===== config.mk =====
export PLATFORM = sky130hd
export DESIGN_NAME = mips_core
export DESIGN_NICKNAME = d
export VERILOG_FILES = /design/src/design/mips_isa_pkg.sv /design/src/design/mips_pipe_pkg.sv /design/src/design/decode_stage.sv /design/src/design/execute_stage.sv /design/src/design/fetch_stage.sv /design/src/design/memory_stage.sv /design/src/design/mips_core.sv
export VERILOG_INCLUDE_DIRS = /design/src /design/src/design
export SDC_FILE = /design/constraint.sdc
export NUM_CORES = 2
export LEC_CHECK = 0
export ABC_AREA = 1
export BUFFER_PORTS_ARGS = -buffer_cell sky130_fd_sc_hd__buf_2
export CAP_MARGIN = 5
export CORE_UTILIZATION = 35
export CTS_CLUSTER_DIAMETER = 100
export DETAILED_ROUTE_END_ITERATION = 7
export SLEW_MARGIN = 25
export SYNTH_ARGS = -nofsm -noshare
export SYNTH_HDL_FRONTEND = slang
export SYNTH_SLANG_ARGS = --single-unit
export TNS_END_PERCENT = 50

===== constraint.sdc =====
create_clock -name clk -period 3.1 [get_ports clk]
set_input_delay 0.465 -clock clk [delete_from_list [all_inputs] [get_ports clk]]
set_output_delay 0.465 -clock clk [all_outputs]
set_load 0.02 [all_outputs]

===== src/design/mips_defines.svh =====
`ifndef MIPS_DEFINES_SVH
`define MIPS_DEFINES_SVH

`define MIPS_XLEN       32
`define MIPS_REG_COUNT  32
`define MIPS_RESET_PC   32'h0000_0000
`define MIPS_HALT_FUNCT 6'h0c // syscall.

`endif


===== src/design/mips_isa_pkg.sv =====
`default_nettype none

`include "mips_defines.svh"

package mips_isa_pkg;

    typedef enum logic [5:0] {
        OP_RTYPE = 6'h00,
        OP_J     = 6'h02,
        OP_BEQ   = 6'h04,
        OP_BNE   = 6'h05,
        OP_ADDI  = 6'h08,
        OP_ANDI  = 6'h0c,
        OP_ORI   = 6'h0d,
        OP_LW    = 6'h23,
        OP_SW    = 6'h2b
    } opcode_t;

    typedef enum logic [5:0] {
        FUNCT_SYSCALL = `MIPS_HALT_FUNCT,
        FUNCT_ADD     = 6'h20,
        FUNCT_SUB     = 6'h22,
        FUNCT_AND     = 6'h24,
        FUNCT_OR      = 6'h25,
        FUNCT_SLT     = 6'h2a
    } funct_t;

    typedef logic [4:0]  reg_num_t;
    typedef logic [15:0] imm_t;
    typedef logic [25:0] jump_index_t;

endpackage

`default_nettype wire


===== src/design/mips_pipe_pkg.sv =====
`default_nettype none

`include "mips_defines.svh"

package mips_pipe_pkg;

    typedef logic [`MIPS_XLEN-1:0] word_t;

    typedef enum logic [2:0] {
        ALU_ADD,
        ALU_SUB,
        ALU_AND,
        ALU_OR,
        ALU_SLT
    } alu_op_t;

    typedef enum logic [1:0] {
        BR_NONE,
        BR_EQ,
        BR_NE
    } branch_kind_t;

endpackage

`default_nettype wire


===== src/design/decode_stage.sv =====
`timescale 1ns/1ps
`default_nettype none

`include "mips_defines.svh"

module decode_stage (
    input  wire logic                      clk,
    input  wire logic                      rst_n,
    input  wire mips_pipe_pkg::word_t      if_inst,
    input  wire mips_pipe_pkg::word_t      if_pc_plus4,
    input  wire logic                      if_valid,
    input  wire logic                      branch_taken,
    input  wire mips_isa_pkg::reg_num_t    ex_dest,
    input  wire logic                      ex_reg_write,
    input  wire mips_isa_pkg::reg_num_t    mem_dest,
    input  wire logic                      mem_reg_write,
    input  wire logic                      wb_en,
    input  wire mips_isa_pkg::reg_num_t    wb_num,
    input  wire mips_pipe_pkg::word_t      wb_data,
    output logic                           hold,
    output logic                           jump_taken,
    output mips_pipe_pkg::word_t           jump_target,
    output logic                           id_valid,
    output mips_pipe_pkg::alu_op_t         id_alu_op,
    output logic                           id_alu_src_imm,
    output mips_pipe_pkg::word_t           id_rs_data,
    output mips_pipe_pkg::word_t           id_rt_data,
    output mips_pipe_pkg::word_t           id_imm,
    output mips_isa_pkg::reg_num_t         id_dest,
    output logic                           id_reg_write,
    output logic                           id_mem_read,
    output logic                           id_mem_write,
    output mips_pipe_pkg::branch_kind_t    id_branch_kind,
    output mips_pipe_pkg::word_t           id_pc_plus4,
    output logic                           id_halt
);
    import mips_isa_pkg::*;
    import mips_pipe_pkg::*;

    word_t        regs [0:`MIPS_REG_COUNT-1];
    opcode_t      opcode;
    funct_t       funct;
    reg_num_t     rs;
    reg_num_t     rt;
    reg_num_t     rd;
    imm_t         imm;
    jump_index_t  jump_index;
    word_t        imm_ext;
    word_t        rs_data;
    word_t        rt_data;
    alu_op_t      alu_op;
    branch_kind_t branch_kind;
    reg_num_t     dest;
    logic         alu_src_imm;
    logic         zero_ext;
    logic         reg_write;
    logic         mem_read;
    logic         mem_write;
    logic         uses_rs;
    logic         uses_rt;
    logic         is_halt;
    logic         is_jump;
    logic         stall;
    logic         bubble;
    logic         halt_latched;

    function automatic logic hazard(reg_num_t src, reg_num_t dst, logic wr);
        return wr && (dst != '0) && (dst == src);
    endfunction

    assign opcode     = opcode_t'(if_inst[31:26]);
    assign rs         = if_inst[25:21];
    assign rt         = if_inst[20:16];
    assign rd         = if_inst[15:11];
    assign funct      = funct_t'(if_inst[5:0]);
    assign imm        = if_inst[15:0];
    assign jump_index = if_inst[25:0];

    always_comb begin
        alu_op      = ALU_ADD;
        alu_src_imm = 1'b0;
        zero_ext    = 1'b0;
        dest        = rd;
        reg_write   = 1'b0;
        mem_read    = 1'b0;
        mem_write   = 1'b0;
        branch_kind = BR_NONE;
        uses_rs     = 1'b0;
        uses_rt     = 1'b0;
        is_halt     = 1'b0;
        is_jump     = 1'b0;
        case (opcode)
            OP_RTYPE: begin
                uses_rs   = 1'b1;
                uses_rt   = 1'b1;
                reg_write = 1'b1;
                case (funct)
                    FUNCT_ADD: alu_op = ALU_ADD;
                    FUNCT_SUB: alu_op = ALU_SUB;
                    FUNCT_AND: alu_op = ALU_AND;
                    FUNCT_OR:  alu_op = ALU_OR;
                    FUNCT_SLT: alu_op = ALU_SLT;
                    FUNCT_SYSCALL: begin
                        is_halt   = 1'b1;
                        uses_rs   = 1'b0;
                        uses_rt   = 1'b0;
                        reg_write = 1'b0;
                    end
                    default: reg_write = 1'b0; // unknown function is a no-op.
                endcase
            end
            OP_ADDI, OP_ANDI, OP_ORI, OP_LW: begin
                alu_src_imm = 1'b1;
                dest        = rt;
                reg_write   = 1'b1;
                uses_rs     = 1'b1;
                mem_read    = (opcode == OP_LW);
                zero_ext    = (opcode == OP_ANDI) || (opcode == OP_ORI);
                if (opcode == OP_ANDI) begin
                    alu_op = ALU_AND;
                end else if (opcode == OP_ORI) begin
                    alu_op = ALU_OR;
                end
            end
            OP_SW: begin
                alu_src_imm = 1'b1;
                mem_write   = 1'b1;
                uses_rs     = 1'b1;
                uses_rt     = 1'b1;
            end
            OP_BEQ, OP_BNE: begin
                branch_kind = (opcode == OP_BEQ) ? BR_EQ : BR_NE;
                uses_rs     = 1'b1;
                uses_rt     = 1'b1;
            end
            OP_J:    is_jump = 1'b1;
            default: ;
        endcase
    end

    assign imm_ext = zero_ext ? {{(`MIPS_XLEN-16){1'b0}}, imm}
                              : {{(`MIPS_XLEN-16){imm[15]}}, imm};

    // writeback result is visible to a read in the same cycle.
    assign rs_data = (rs == '0) ? '0 : (wb_en && wb_num == rs) ? wb_data : regs[rs];
    assign rt_data = (rt == '0) ? '0 : (wb_en && wb_num == rt) ? wb_data : regs[rt];

    always_ff @(posedge clk) begin
        if (!rst_n) begin
            for (int i = 0; i < `MIPS_REG_COUNT; i++) begin
                regs[i] <= '0;
            end
        end else if (wb_en && wb_num != '0) begin
            regs[wb_num] <= wb_data;
        end
    end

    // producers in EX or MEM block the read until they reach writeback.
    assign stall = if_valid &&
                   ((uses_rs && (hazard(rs, ex_dest, ex_reg_write) ||
                                 hazard(rs, mem_dest, mem_reg_write))) ||
                    (uses_rt && (hazard(rt, ex_dest, ex_reg_write) ||
                                 hazard(rt, mem_dest, mem_reg_write))));

    assign bubble      = !if_valid || branch_taken || stall || halt_latched;
    assign hold        = stall || halt_latched || (!bubble && is_halt);
    assign jump_taken  = !bubble && is_jump;
    assign jump_target = {if_pc_plus4[`MIPS_XLEN-1:28], jump_index, 2'b00};

    always_ff @(posedge clk) begin
        if (!rst_n) begin
            id_valid       <= 1'b0;
            id_reg_write   <= 1'b0;
            id_mem_read    <= 1'b0;
            id_mem_write   <= 1'b0;
            id_branch_kind <= BR_NONE;
            id_halt        <= 1'b0;
            halt_latched   <= 1'b0;
        end else begin
            id_valid       <= !bubble;
            id_reg_write   <= !bubble && reg_write;
            id_mem_read    <= !bubble && mem_read;
            id_mem_write   <= !bubble && mem_write;
            id_branch_kind <= bubble ? BR_NONE : branch_kind;
            id_halt        <= !bubble && is_halt;
            if (!bubble && is_halt) begin
                halt_latched <= 1'b1; // fetch stays frozen from here on.
            end
        end
    end

    always_ff @(posedge clk) begin
        id_alu_op      <= alu_op;
        id_alu_src_imm <= alu_src_imm;
        id_rs_data     <= rs_data;
        id_rt_data     <= rt_data;
        id_imm         <= imm_ext;
        id_dest        <= dest;
        id_pc_plus4    <= if_pc_plus4;
    end

endmodule

`default_nettype wire


===== src/design/execute_stage.sv =====
`timescale 1ns/1ps
`default_nettype none

`include "mips_defines.svh"

module execute_stage (
    input  wire logic                         clk,
    input  wire logic                         rst_n,
    input  wire logic                         id_valid,
    input  wire mips_pipe_pkg::alu_op_t       id_alu_op,
    input  wire logic                         id_alu_src_imm,
    input  wire mips_pipe_pkg::word_t         id_rs_data,
    input  wire mips_pipe_pkg::word_t         id_rt_data,
    input  wire mips_pipe_pkg::word_t         id_imm,
    input  wire mips_isa_pkg::reg_num_t       id_dest,
    input  wire logic                         id_reg_write,
    input  wire logic                         id_mem_read,
    input  wire logic                         id_mem_write,
    input  wire mips_pipe_pkg::branch_kind_t  id_branch_kind,
    input  wire mips_pipe_pkg::word_t         id_pc_plus4,
    input  wire logic                         id_halt,
    output logic                              branch_taken,
    output mips_pipe_pkg::word_t              branch_target,
    output mips_isa_pkg::reg_num_t            ex_dest,
    output logic                              ex_reg_write,
    output logic                              ex_valid,
    output mips_pipe_pkg::word_t              ex_result,
    output mips_pipe_pkg::word_t              ex_store_data,
    output logic                              ex_mem_read,
    output logic                              ex_mem_write,
    output logic                              ex_halt
);
    import mips_isa_pkg::*;
    import mips_pipe_pkg::*;

    word_t operand_b;
    word_t alu_result;
    logic  equal;

    assign operand_b = id_alu_src_imm ? id_imm : id_rt_data;

    always_comb begin
        case (id_alu_op)
            ALU_ADD: alu_result = id_rs_data + operand_b;
            ALU_SUB: alu_result = id_rs_data - operand_b;
            ALU_AND: alu_result = id_rs_data & operand_b;
            ALU_OR:  alu_result = id_rs_data | operand_b;
            ALU_SLT: alu_result = ($signed(id_rs_data) < $signed(operand_b)) ? word_t'(1) : '0;
            default: alu_result = '0;
        endcase
    end

    assign equal         = (id_rs_data == id_rt_data);
    assign branch_taken  = id_valid && (((id_branch_kind == BR_EQ) && equal) ||
                                        ((id_branch_kind == BR_NE) && !equal));
    assign branch_target = id_pc_plus4 + {id_imm[`MIPS_XLEN-3:0], 2'b00};

    // hazard view of the instruction now in EX.
    assign ex_dest      = id_dest;
    assign ex_reg_write = id_reg_write;

    always_ff @(posedge clk) begin
        if (!rst_n) begin
            ex_valid     <= 1'b0;
            ex_mem_read  <= 1'b0;
            ex_mem_write <= 1'b0;
            ex_halt      <= 1'b0;
        end else begin
            ex_valid     <= id_valid;
            ex_mem_read  <= id_mem_read;
            ex_mem_write <= id_mem_write;
            ex_halt      <= id_halt;
        end
    end

    always_ff @(posedge clk) begin
        ex_result     <= alu_result;
        ex_store_data <= id_rt_data;
    end

endmodule

`default_nettype wire


===== src/design/fetch_stage.sv =====
`timescale 1ns/1ps
`default_nettype none

`include "mips_defines.svh"

module fetch_stage (
    input  wire logic                 clk,
    input  wire logic                 rst_n,
    input  wire logic                 hold,
    input  wire logic                 jump_taken,
    input  wire mips_pipe_pkg::word_t jump_target,
    input  wire logic                 branch_taken,
    input  wire mips_pipe_pkg::word_t branch_target,
    input  wire mips_pipe_pkg::word_t inst,
    output mips_pipe_pkg::word_t      inst_addr,
    output mips_pipe_pkg::word_t      if_inst,
    output mips_pipe_pkg::word_t      if_pc_plus4,
    output logic                      if_valid
);
    import mips_pipe_pkg::*;

    word_t pc;
    word_t pc_plus4;
    word_t pc_next;

    assign inst_addr = pc;
    assign pc_plus4  = pc + word_t'(4);

    always_comb begin
        if (branch_taken) begin // older redirect wins.
            pc_next = branch_target;
        end else if (jump_taken) begin
            pc_next = jump_target;
        end else if (hold) begin
            pc_next = pc;
        end else begin
            pc_next = pc_plus4;
        end
    end

    always_ff @(posedge clk) begin
        if (!rst_n) begin
            pc       <= `MIPS_RESET_PC;
            if_valid <= 1'b0;
        end else begin
            pc <= pc_next;
            if (branch_taken || jump_taken) begin
                if_valid <= 1'b0; // squash the wrong-path word.
            end else if (!hold) begin
                if_valid <= 1'b1;
            end
        end
    end

    always_ff @(posedge clk) begin
        if (!hold) begin
            if_inst     <= inst;
            if_pc_plus4 <= pc_plus4;
        end
    end

endmodule

`default_nettype wire


===== src/design/memory_stage.sv =====
`timescale 1ns/1ps
`default_nettype none

module memory_stage (
    input  wire logic                    clk,
    input  wire logic                    rst_n,
    input  wire mips_isa_pkg::reg_num_t  ex_dest,
    input  wire logic                    ex_reg_write,
    input  wire logic                    ex_valid,
    input  wire mips_pipe_pkg::word_t    ex_result,
    input  wire mips_pipe_pkg::word_t    ex_store_data,
    input  wire logic                    ex_mem_read,
    input  wire logic                    ex_mem_write,
    input  wire logic                    ex_halt,
    input  wire mips_pipe_pkg::word_t    mem_data_out,
    output mips_pipe_pkg::word_t         mem_addr,
    output mips_pipe_pkg::word_t         mem_data_in,
    output logic                         mem_write_en,
    output mips_isa_pkg::reg_num_t       mem_dest,
    output logic                         mem_reg_write,
    output logic                         wb_en,
    output mips_isa_pkg::reg_num_t       wb_num,
    output mips_pipe_pkg::word_t         wb_data,
    output logic                         halted
);
    import mips_isa_pkg::*;
    import mips_pipe_pkg::*;

    word_t wb_select;

    assign mem_addr     = ex_result;
    assign mem_data_in  = ex_store_data;
    assign mem_write_en = ex_valid && ex_mem_write;
    assign wb_select    = ex_mem_read ? mem_data_out : ex_result;

    always_ff @(posedge clk) begin
        if (!rst_n) begin
            mem_reg_write <= 1'b0;
            wb_en         <= 1'b0;
            halted        <= 1'b0;
        end else begin
            mem_reg_write <= ex_reg_write; // dest of the instruction entering MEM.
            wb_en         <= mem_reg_write;
            if (ex_valid && ex_halt) begin
                halted <= 1'b1;
            end
        end
    end

    always_ff @(posedge clk) begin
        mem_dest <= ex_dest;
        wb_num   <= mem_dest;
        wb_data  <= wb_select;
    end

endmodule

`default_nettype wire


===== src/design/mips_core.sv =====
`timescale 1ns/1ps
`default_nettype none

module mips_core (
    input  wire logic                 clk,
    input  wire logic                 rst_n,
    input  wire mips_pipe_pkg::word_t inst,
    input  wire mips_pipe_pkg::word_t mem_data_out,
    output mips_pipe_pkg::word_t      inst_addr,
    output mips_pipe_pkg::word_t      mem_addr,
    output mips_pipe_pkg::word_t      mem_data_in,
    output logic                      mem_write_en,
    output logic                      halted
);
    import mips_pipe_pkg::*;

    word_t        if_inst;
    word_t        if_pc_plus4;
    logic         if_valid;
    logic         hold;
    logic         jump_taken;
    word_t        jump_target;
    logic         branch_taken;
    word_t        branch_target;
    logic         id_valid;
    alu_op_t      id_alu_op;
    logic         id_alu_src_imm;
    word_t        id_rs_data;
    word_t        id_rt_data;
    word_t        id_imm;
    logic [4:0]   id_dest;
    logic         id_reg_write;
    logic         id_mem_read;
    logic         id_mem_write;
    branch_kind_t id_branch_kind;
    word_t        id_pc_plus4;
    logic         id_halt;
    logic [4:0]   ex_dest;
    logic         ex_reg_write;
    logic         ex_valid;
    word_t        ex_result;
    word_t        ex_store_data;
    logic         ex_mem_read;
    logic         ex_mem_write;
    logic         ex_halt;
    logic [4:0]   mem_dest;
    logic         mem_reg_write;
    logic         wb_en;
    logic [4:0]   wb_num;
    word_t        wb_data;

    fetch_stage u_fetch (
        .clk, .rst_n, .hold,
        .jump_taken, .jump_target,
        .branch_taken, .branch_target,
        .inst, .inst_addr,
        .if_inst, .if_pc_plus4, .if_valid
    );

    decode_stage u_decode (
        .clk, .rst_n,
        .if_inst, .if_pc_plus4, .if_valid,
        .branch_taken,
        .ex_dest, .ex_reg_write,
        .mem_dest, .mem_reg_write,
        .wb_en, .wb_num, .wb_data,
        .hold, .jump_taken, .jump_target,
        .id_valid, .id_alu_op, .id_alu_src_imm,
        .id_rs_data, .id_rt_data, .id_imm,
        .id_dest, .id_reg_write, .id_mem_read, .id_mem_write,
        .id_branch_kind, .id_pc_plus4, .id_halt
    );

    execute_stage u_execute (
        .clk, .rst_n,
        .id_valid, .id_alu_op, .id_alu_src_imm,
        .id_rs_data, .id_rt_data, .id_imm,
        .id_dest, .id_reg_write, .id_mem_read, .id_mem_write,
        .id_branch_kind, .id_pc_plus4, .id_halt,
        .branch_taken, .branch_target,
        .ex_dest, .ex_reg_write, .ex_valid,
        .ex_result, .ex_store_data,
        .ex_mem_read, .ex_mem_write, .ex_halt
    );

    memory_stage u_memory (
        .clk, .rst_n,
        .ex_dest, .ex_reg_write, .ex_valid,
        .ex_result, .ex_store_data,
        .ex_mem_read, .ex_mem_write, .ex_halt,
        .mem_data_out, .mem_addr, .mem_data_in, .mem_write_en,
        .mem_dest, .mem_reg_write,
        .wb_en, .wb_num, .wb_data,
        .halted
    );

endmodule

`default_nettype wire


* Word-level counts from Yosys, hierarchy flattened
Memory sizes are Yosys's and may differ from the RTL's. A register that Yosys moved wholly into a read port is not among the register bits. Cells that the tools add are included.
Storage, ports and cells: register bits 340, output and inout port bits 98, bits of input ports 66, RAM bits 1024, memories 1, logic and storage cells 157
Memory list:
- u_decode.regs | depth 32, bits a word 32, read ports 2, clocked after memory_dff 2, wr ports 32, RTL line decode_stage.sv:40 | word_t regs [0:`MIPS_REG_COUNT-1];
Cells by class: $add $sub $neg 4, reduce and logical (&&, ||, !) cells 52, bitwise logic cells 4, mux-type cells 36, equality and inequality tests 28, magnitude comparators 1
Operators by type and width (number):
- $mux 32 | 8
- $pmux 32 s5 | 1
- $add 32x32->32 | 2
- $eq 6x6->1 const B | 7
- $add 32x3->32 const B | 1
- $and 32x32->32 | 1
- $eq 32x32->1 | 1
- $lt 32x32->1 | 1
- $or 32x32->32 | 1
- $reduce_or 32->1 | 1
- $sub 32x32->32 | 1
- $eq 5x5->1 | 6
- $eq 6x4->1 const B | 4
- $logic_and 1x1->1 | 22
- $mux 5 | 4
- $mux 1 | 15
- $reduce_bool 5->1 | 3
- $eq 6x3->1 const B | 2
- $pmux 3 s4 | 1
- $logic_or 1x1->1 | 11
- $logic_not 5->1 | 2
- $reduce_or 5->1 | 2
- $reduce_or 7->1 | 1
- $eq 3x2->1 const B | 2
- 17 further kinds | 25

* Logic depth before layout (Yosys ltp)
depth after elaboration 15, depth in mapped cells 22, depth with buffers taken out 20

* Modules after synthesis
A second synthesis with hierarchy kept.
Second synthesis, totals: cells, all modules 9228, area total of the unflattened synthesis 76069.2 um^2
Modules (own cells, without submodules):
- decode_stage | cells an instance 6790, sequential area each 33352.0 um^2, instances 1, area each 59269.3 um^2
- execute_stage | cells an instance 1707, sequential area each 1361.3 um^2, instances 1, area each 10146.0 um^2
- fetch_stage | cells an instance 509, sequential area each 2582.5 um^2, instances 1, area each 4620.7 um^2
- memory_stage | cells an instance 222, sequential area each 900.9 um^2, instances 1, area each 2033.2 um^2

* Worst setup path before layout
No wires, ideal clock.
path kind register -> register, start point register u_decode.id_alu_src_imm, end point register u_execute.ex_result[22], path buffers 2, stages on the path, launching flop included 21, setup time 125 ps, data arrival time 2861 ps, period minus slack after synthesis 2986 ps, path slack 114 ps, data required time 2975 ps, cells stage by stage dfxtp_1 clkbuf_1 inv_1 clkbuf_1 or2_2 o21ai_0 inv_1 ha_1 fa_1 inv_1 nand3_1 nand2_1 a21oi_1 inv_1 nand2_1 nand2_1 a21oi_1 o21ai_0 a21oi_1 o21ai_0 nand3_1
On the way: longest elaborated chain between the ends 3, elaborated cells on any way between the ends 6, those cells by class add/sub (2); mux (2); bitwise (2)
RTL lines:
- from (decl) | RTL line decode_stage.sv:25 | output logic id_alu_src_imm,
- from (signal assigned) | RTL line decode_stage.sv:194 | id_alu_src_imm <= alu_src_imm;
- $mux 32 (*) | RTL line execute_stage.sv:40 | assign operand_b = id_alu_src_imm ? id_imm : id_rt_data;
- $sub 32x32->32 (tied with other cells) | RTL line execute_stage.sv:45 | ALU_SUB: alu_result = id_rs_data - operand_b;
- $pmux 32 s5 (*) | RTL line execute_stage.sv:43 | case (id_alu_op)
- net u_execute.alu_result[22] | RTL line execute_stage.sv:37 | word_t alu_result;
- to (signal assigned) | RTL line execute_stage.sv:77 | ex_result <= alu_result;
- to (decl) | RTL line execute_stage.sv:27 | output mips_pipe_pkg::word_t ex_result,
The timed path passes the listed nets; every way through them passes the cells marked *. A chain may end at the register's enable or synchronous reset.

==> impl_metrics.json <==
{
  "async_reset_ff_share_pct": 0,
  "insertion_delay_ns": 0.82,
  "worst_path_most_repeated_cell": "a21oi_1",
  "hpwl_mm": 191,
  "fmax_mhz": 334,
  "htree_levels": 4,
  "cts_made_buffers": 156,
  "worstPathCellList": "buf_12 > buf_4 > a21oi_1 > o21ai_0 > nand3_1 > nand3_1 > a21oi_1 > o21ai_0 > a21oi_1",
  "hold_path.class": "in -> reg",
  "power_density_mw_per_mm2": 601,
  "initial_core_util_pct": 35.3,
  "drt_iter0_drc": 9162,
  "max-vdd-ir-drop_mv": 0.580,
  "via_per_inst": 5.68,
  "dieArea_sq_mm": 0.216,
  "synthDistinctLibCells": 50,
  "netlist_area_sq_mm": 0.0748,
  "pre_cts_slack_ns": -0.188,
  "cts_buffer_depth": 3,
  "num_vias": 68900,
  "cp_data_required_time_ns": 3.75,
  "drtAntennaViolNets": 0,
  "wl_per_cell_um": 24.0,
  "r2r_slack_ns": 0.11,
  "final_cell_mix": "1217 x nor2_1, 1088 x edfxtp_1, 1054 x nand2_1",
  "grt_start_max_net_pins": 130,
  "setup_violations": 0,
  "endpoint_kind": "flip-flop",
  "syn_avg_cell_area_sq_um": 8.32,
  "clk_pin_slew_ns": 0.06,
  "cts_tree": "done",
  "wirelength_met1_mm": 118,
  "drive_gt1_share_pct": 11.5,
  "setup_ws_ns": 0.110,
  "yosys_warnings": 0,
  "synth_flop_cell": "edfxtp_1",
  "critPathSlowestCell": "dfxtp_4",
  "critPathKind": "reg -> reg",
  "nets": 9380,
  "critPathLaunchType": "flip-flop",
  "worst-slew-pin-transition_ns": 1.05,
  "drv_slew": 0,
  "grt_first_pass_wirelength_mm": 422,
  "status": "finished with violations",
  "yosys_register_bits": 1374,
  "clockRootBuffer": "clkbuf_16",
  "cap_violations": 0,
  "drc": 14,
  "grt_use_total_pct": 26.1,
  "violations": "DRC",
  "critPathArrivalTime_ns": 3.64,
  "grt_pass1_vias": 64800,
  "ys_seq_area_share_pct": 51.3,
  "ioPinCount": 164,
  "port_buffers": 163,
  "worstPathMaxFanout": 41,
  "drt-pass1-iter-count": 8,
  "fill_cells": 21000,
  "dieHeight_um": 464,
  "wirelength_mm": 291,
  "synth_enable_flop_cells": 1088,
  "dr_wl_met2_mm": 130,
  "final_common_cell": "nor2_1",
  "die_x_um": 464,
  "place_congestion": 0.947,
  "syn_inst": 8994,
  "worstRegToRegCells": 9,
  "antenna_found_initial": 3,
  "met3WireLength_mm": 27.8,
  "fin_skew_ns": 0.0354,
  "finalCritPeriodShare_pct": 96.5,
  "crit_end": "u_decode.id_rt_data[1]",
  "globalRouteOverflowTotal": 0,
  "fp.coreArea_sq_mm": 0.212,
  "maxUsedRoutingLayer": "met4",
  "rows": 169,
  "power.leakage_nw": 36.1,
  "hold_viol": 0,
  "slew_headroom_pct": 29.8,
  "r2r-end": "u_decode.id_rt_data[1]",
  "power_mw": 52.4,
  "rsz0062_at_grt": "true",
  "cts_sinks": 1374,
  "period_minus_slack_ns": 2.99,
  "area_growth_pct": 16.5,
  "max_stage_delay_ns": 0.72
}
## how the worst min path moves through the flow
stage,slack (ns),cells past startpoint,end,from
floorplan,0.32,0,u_decode.id_pc_plus4[0],u_fetch.if_pc_plus4[0]
global placement,0.32,0,u_decode.id_pc_plus4[4],u_fetch.if_pc_plus4[4]
detailed placement,0.33,0,u_decode.id_pc_plus4[11],u_fetch.if_pc_plus4[11]
CTS,0.22,4,u_execute.ex_mem_write,rst_n
global route,0.25,4,u_execute.ex_mem_write,rst_n
finish,0.26,4,u_execute.ex_mem_write,rst_n
## cell type report
class / count / area, sq um / share of cell area [%]
sequential: 1374 / 38400 / 44.1
multi-input combinational: 5932 / 30300 / 34.8
tap: 2821 / 3530 / 4.05
clock buffer: 221 / 4350 / 4.99
inverter: 991 / 3730 / 4.28
timing repair buffer: 715 / 6140 / 7.03
clock inverter: 61 / 711 / 0.815
antenna: 3 / 7.51 / 0.00861
## power breakdown
part | leakage [nW] | total [mW] | internal (mW) | switching (mW)
Clock | 2.47 | 18.8 | 10.8 | 8.01
Sequential | 13.7 | 22.0 | 21.0 | 0.988
Combinational | 20.0 | 11.6 | 3.37 | 8.27
Total | 36.1 | 52.4 | 35.1 | 17.3
## metrics by stage
step	area (sq um)	instances	util (%)	hold WS (ns)	TNS, ns
after floorplan	75000	9025	-	0.323	0
after global placement	81200	11800	38.3	0.324	-0.477
after detailed placement	81200	11800	38.3	0.327	-0.699
after CTS	86900	12100	40.9	0.219	0
after global routing	87200	12100	41.1	0.254	-0.0263
final	87200	12100	41.1	0.263	0
## synth_stat cells (all sizes together) (13+ instances only)
master / number / share of area [%]
nor2: 1231 / 6.2
nand2: 1095 / 5.5
edfxtp: 1088 / 44
inv: 990 / 5.0
a21oi: 981 / 6.6
o21ai: 847 / 5.7
nand3: 828 / 5.6
clkbuf: 532 / 2.7
o211ai: 346 / 3.5
dfxtp: 286 / 7.6
buf: 196 / 1.2
ha: 141 / 2.4
o221ai: 89 / 1.0
nand4: 52 / 0.43
xor2: 48 / 0.56
nor3: 44 / 0.31
a211oi: 38 / 0.38
mux2: 32 / 0.48
or2: 26 / 0.22
xnor2: 22 / 0.26
a21o: 13 / 0.13
## per-layer routing
metal,global-route usage (%),vias to the layer above
met5,0,-
met2,40.8,3900
met3,3.60,671
met1,35.5,33200
met4,12.6,0
li1,-,31100
## what timing repair did
action / in CTS / in global routing
hold endpoints to repair: 74 / 0
setup buffers: 0 / 4
hold buffers: 64 / 0
gates resized for setup: 4 / 93
pin swaps: 0 / 15
setup endpoints to repair: 8 / 121
## logic make-up (layout without fill, tap and decap cells)
logic type	after synthesis	in the layout	synth area share [%]
AO/OA/AOI/OAI	2360	2360	17.7
XOR/XNOR	70	70	0.819
adder cells (fa/ha/maj)	144	144	2.44
buffers and inverters	1719	1988	8.87
flip-flops	1374	1374	51.3
multiplexers	32	32	0.481
other	1	35	0.00501
AND/OR/NAND/NOR	3294	3294	18.4
## critical path, delay by kind of cell (launching register included)
family / cells / cell delay (ns)
AND/OR/NAND/NOR: 2 / 0.26
buffers and inverters: 2 / 0.55
flip-flops: 1 / 0.72
AO/OA/AOI/OAI: 5 / 1.18
## registers in the layout, summed over array words and instances, names as in the netlist, 2 cells and up, named ones only
name and count:
u_decode.regs 1024, u_decode.id_rt_data 32, u_execute.ex_result 32, u_decode.id_branch_kind 2, u_memory.wb_num 5, u_decode.id_rs_data 32
u_fetch.if_inst 32, u_decode.id_dest 5, u_decode.id_alu_op 3, u_execute.ex_store_data 32, u_fetch.inst_addr 32, u_memory.mem_dest 5
u_fetch.if_pc_plus4 32, u_decode.id_imm 17, u_decode.id_pc_plus4 32, u_memory.wb_data 32
No activity file was read; power rests on OpenSTA's default activity.
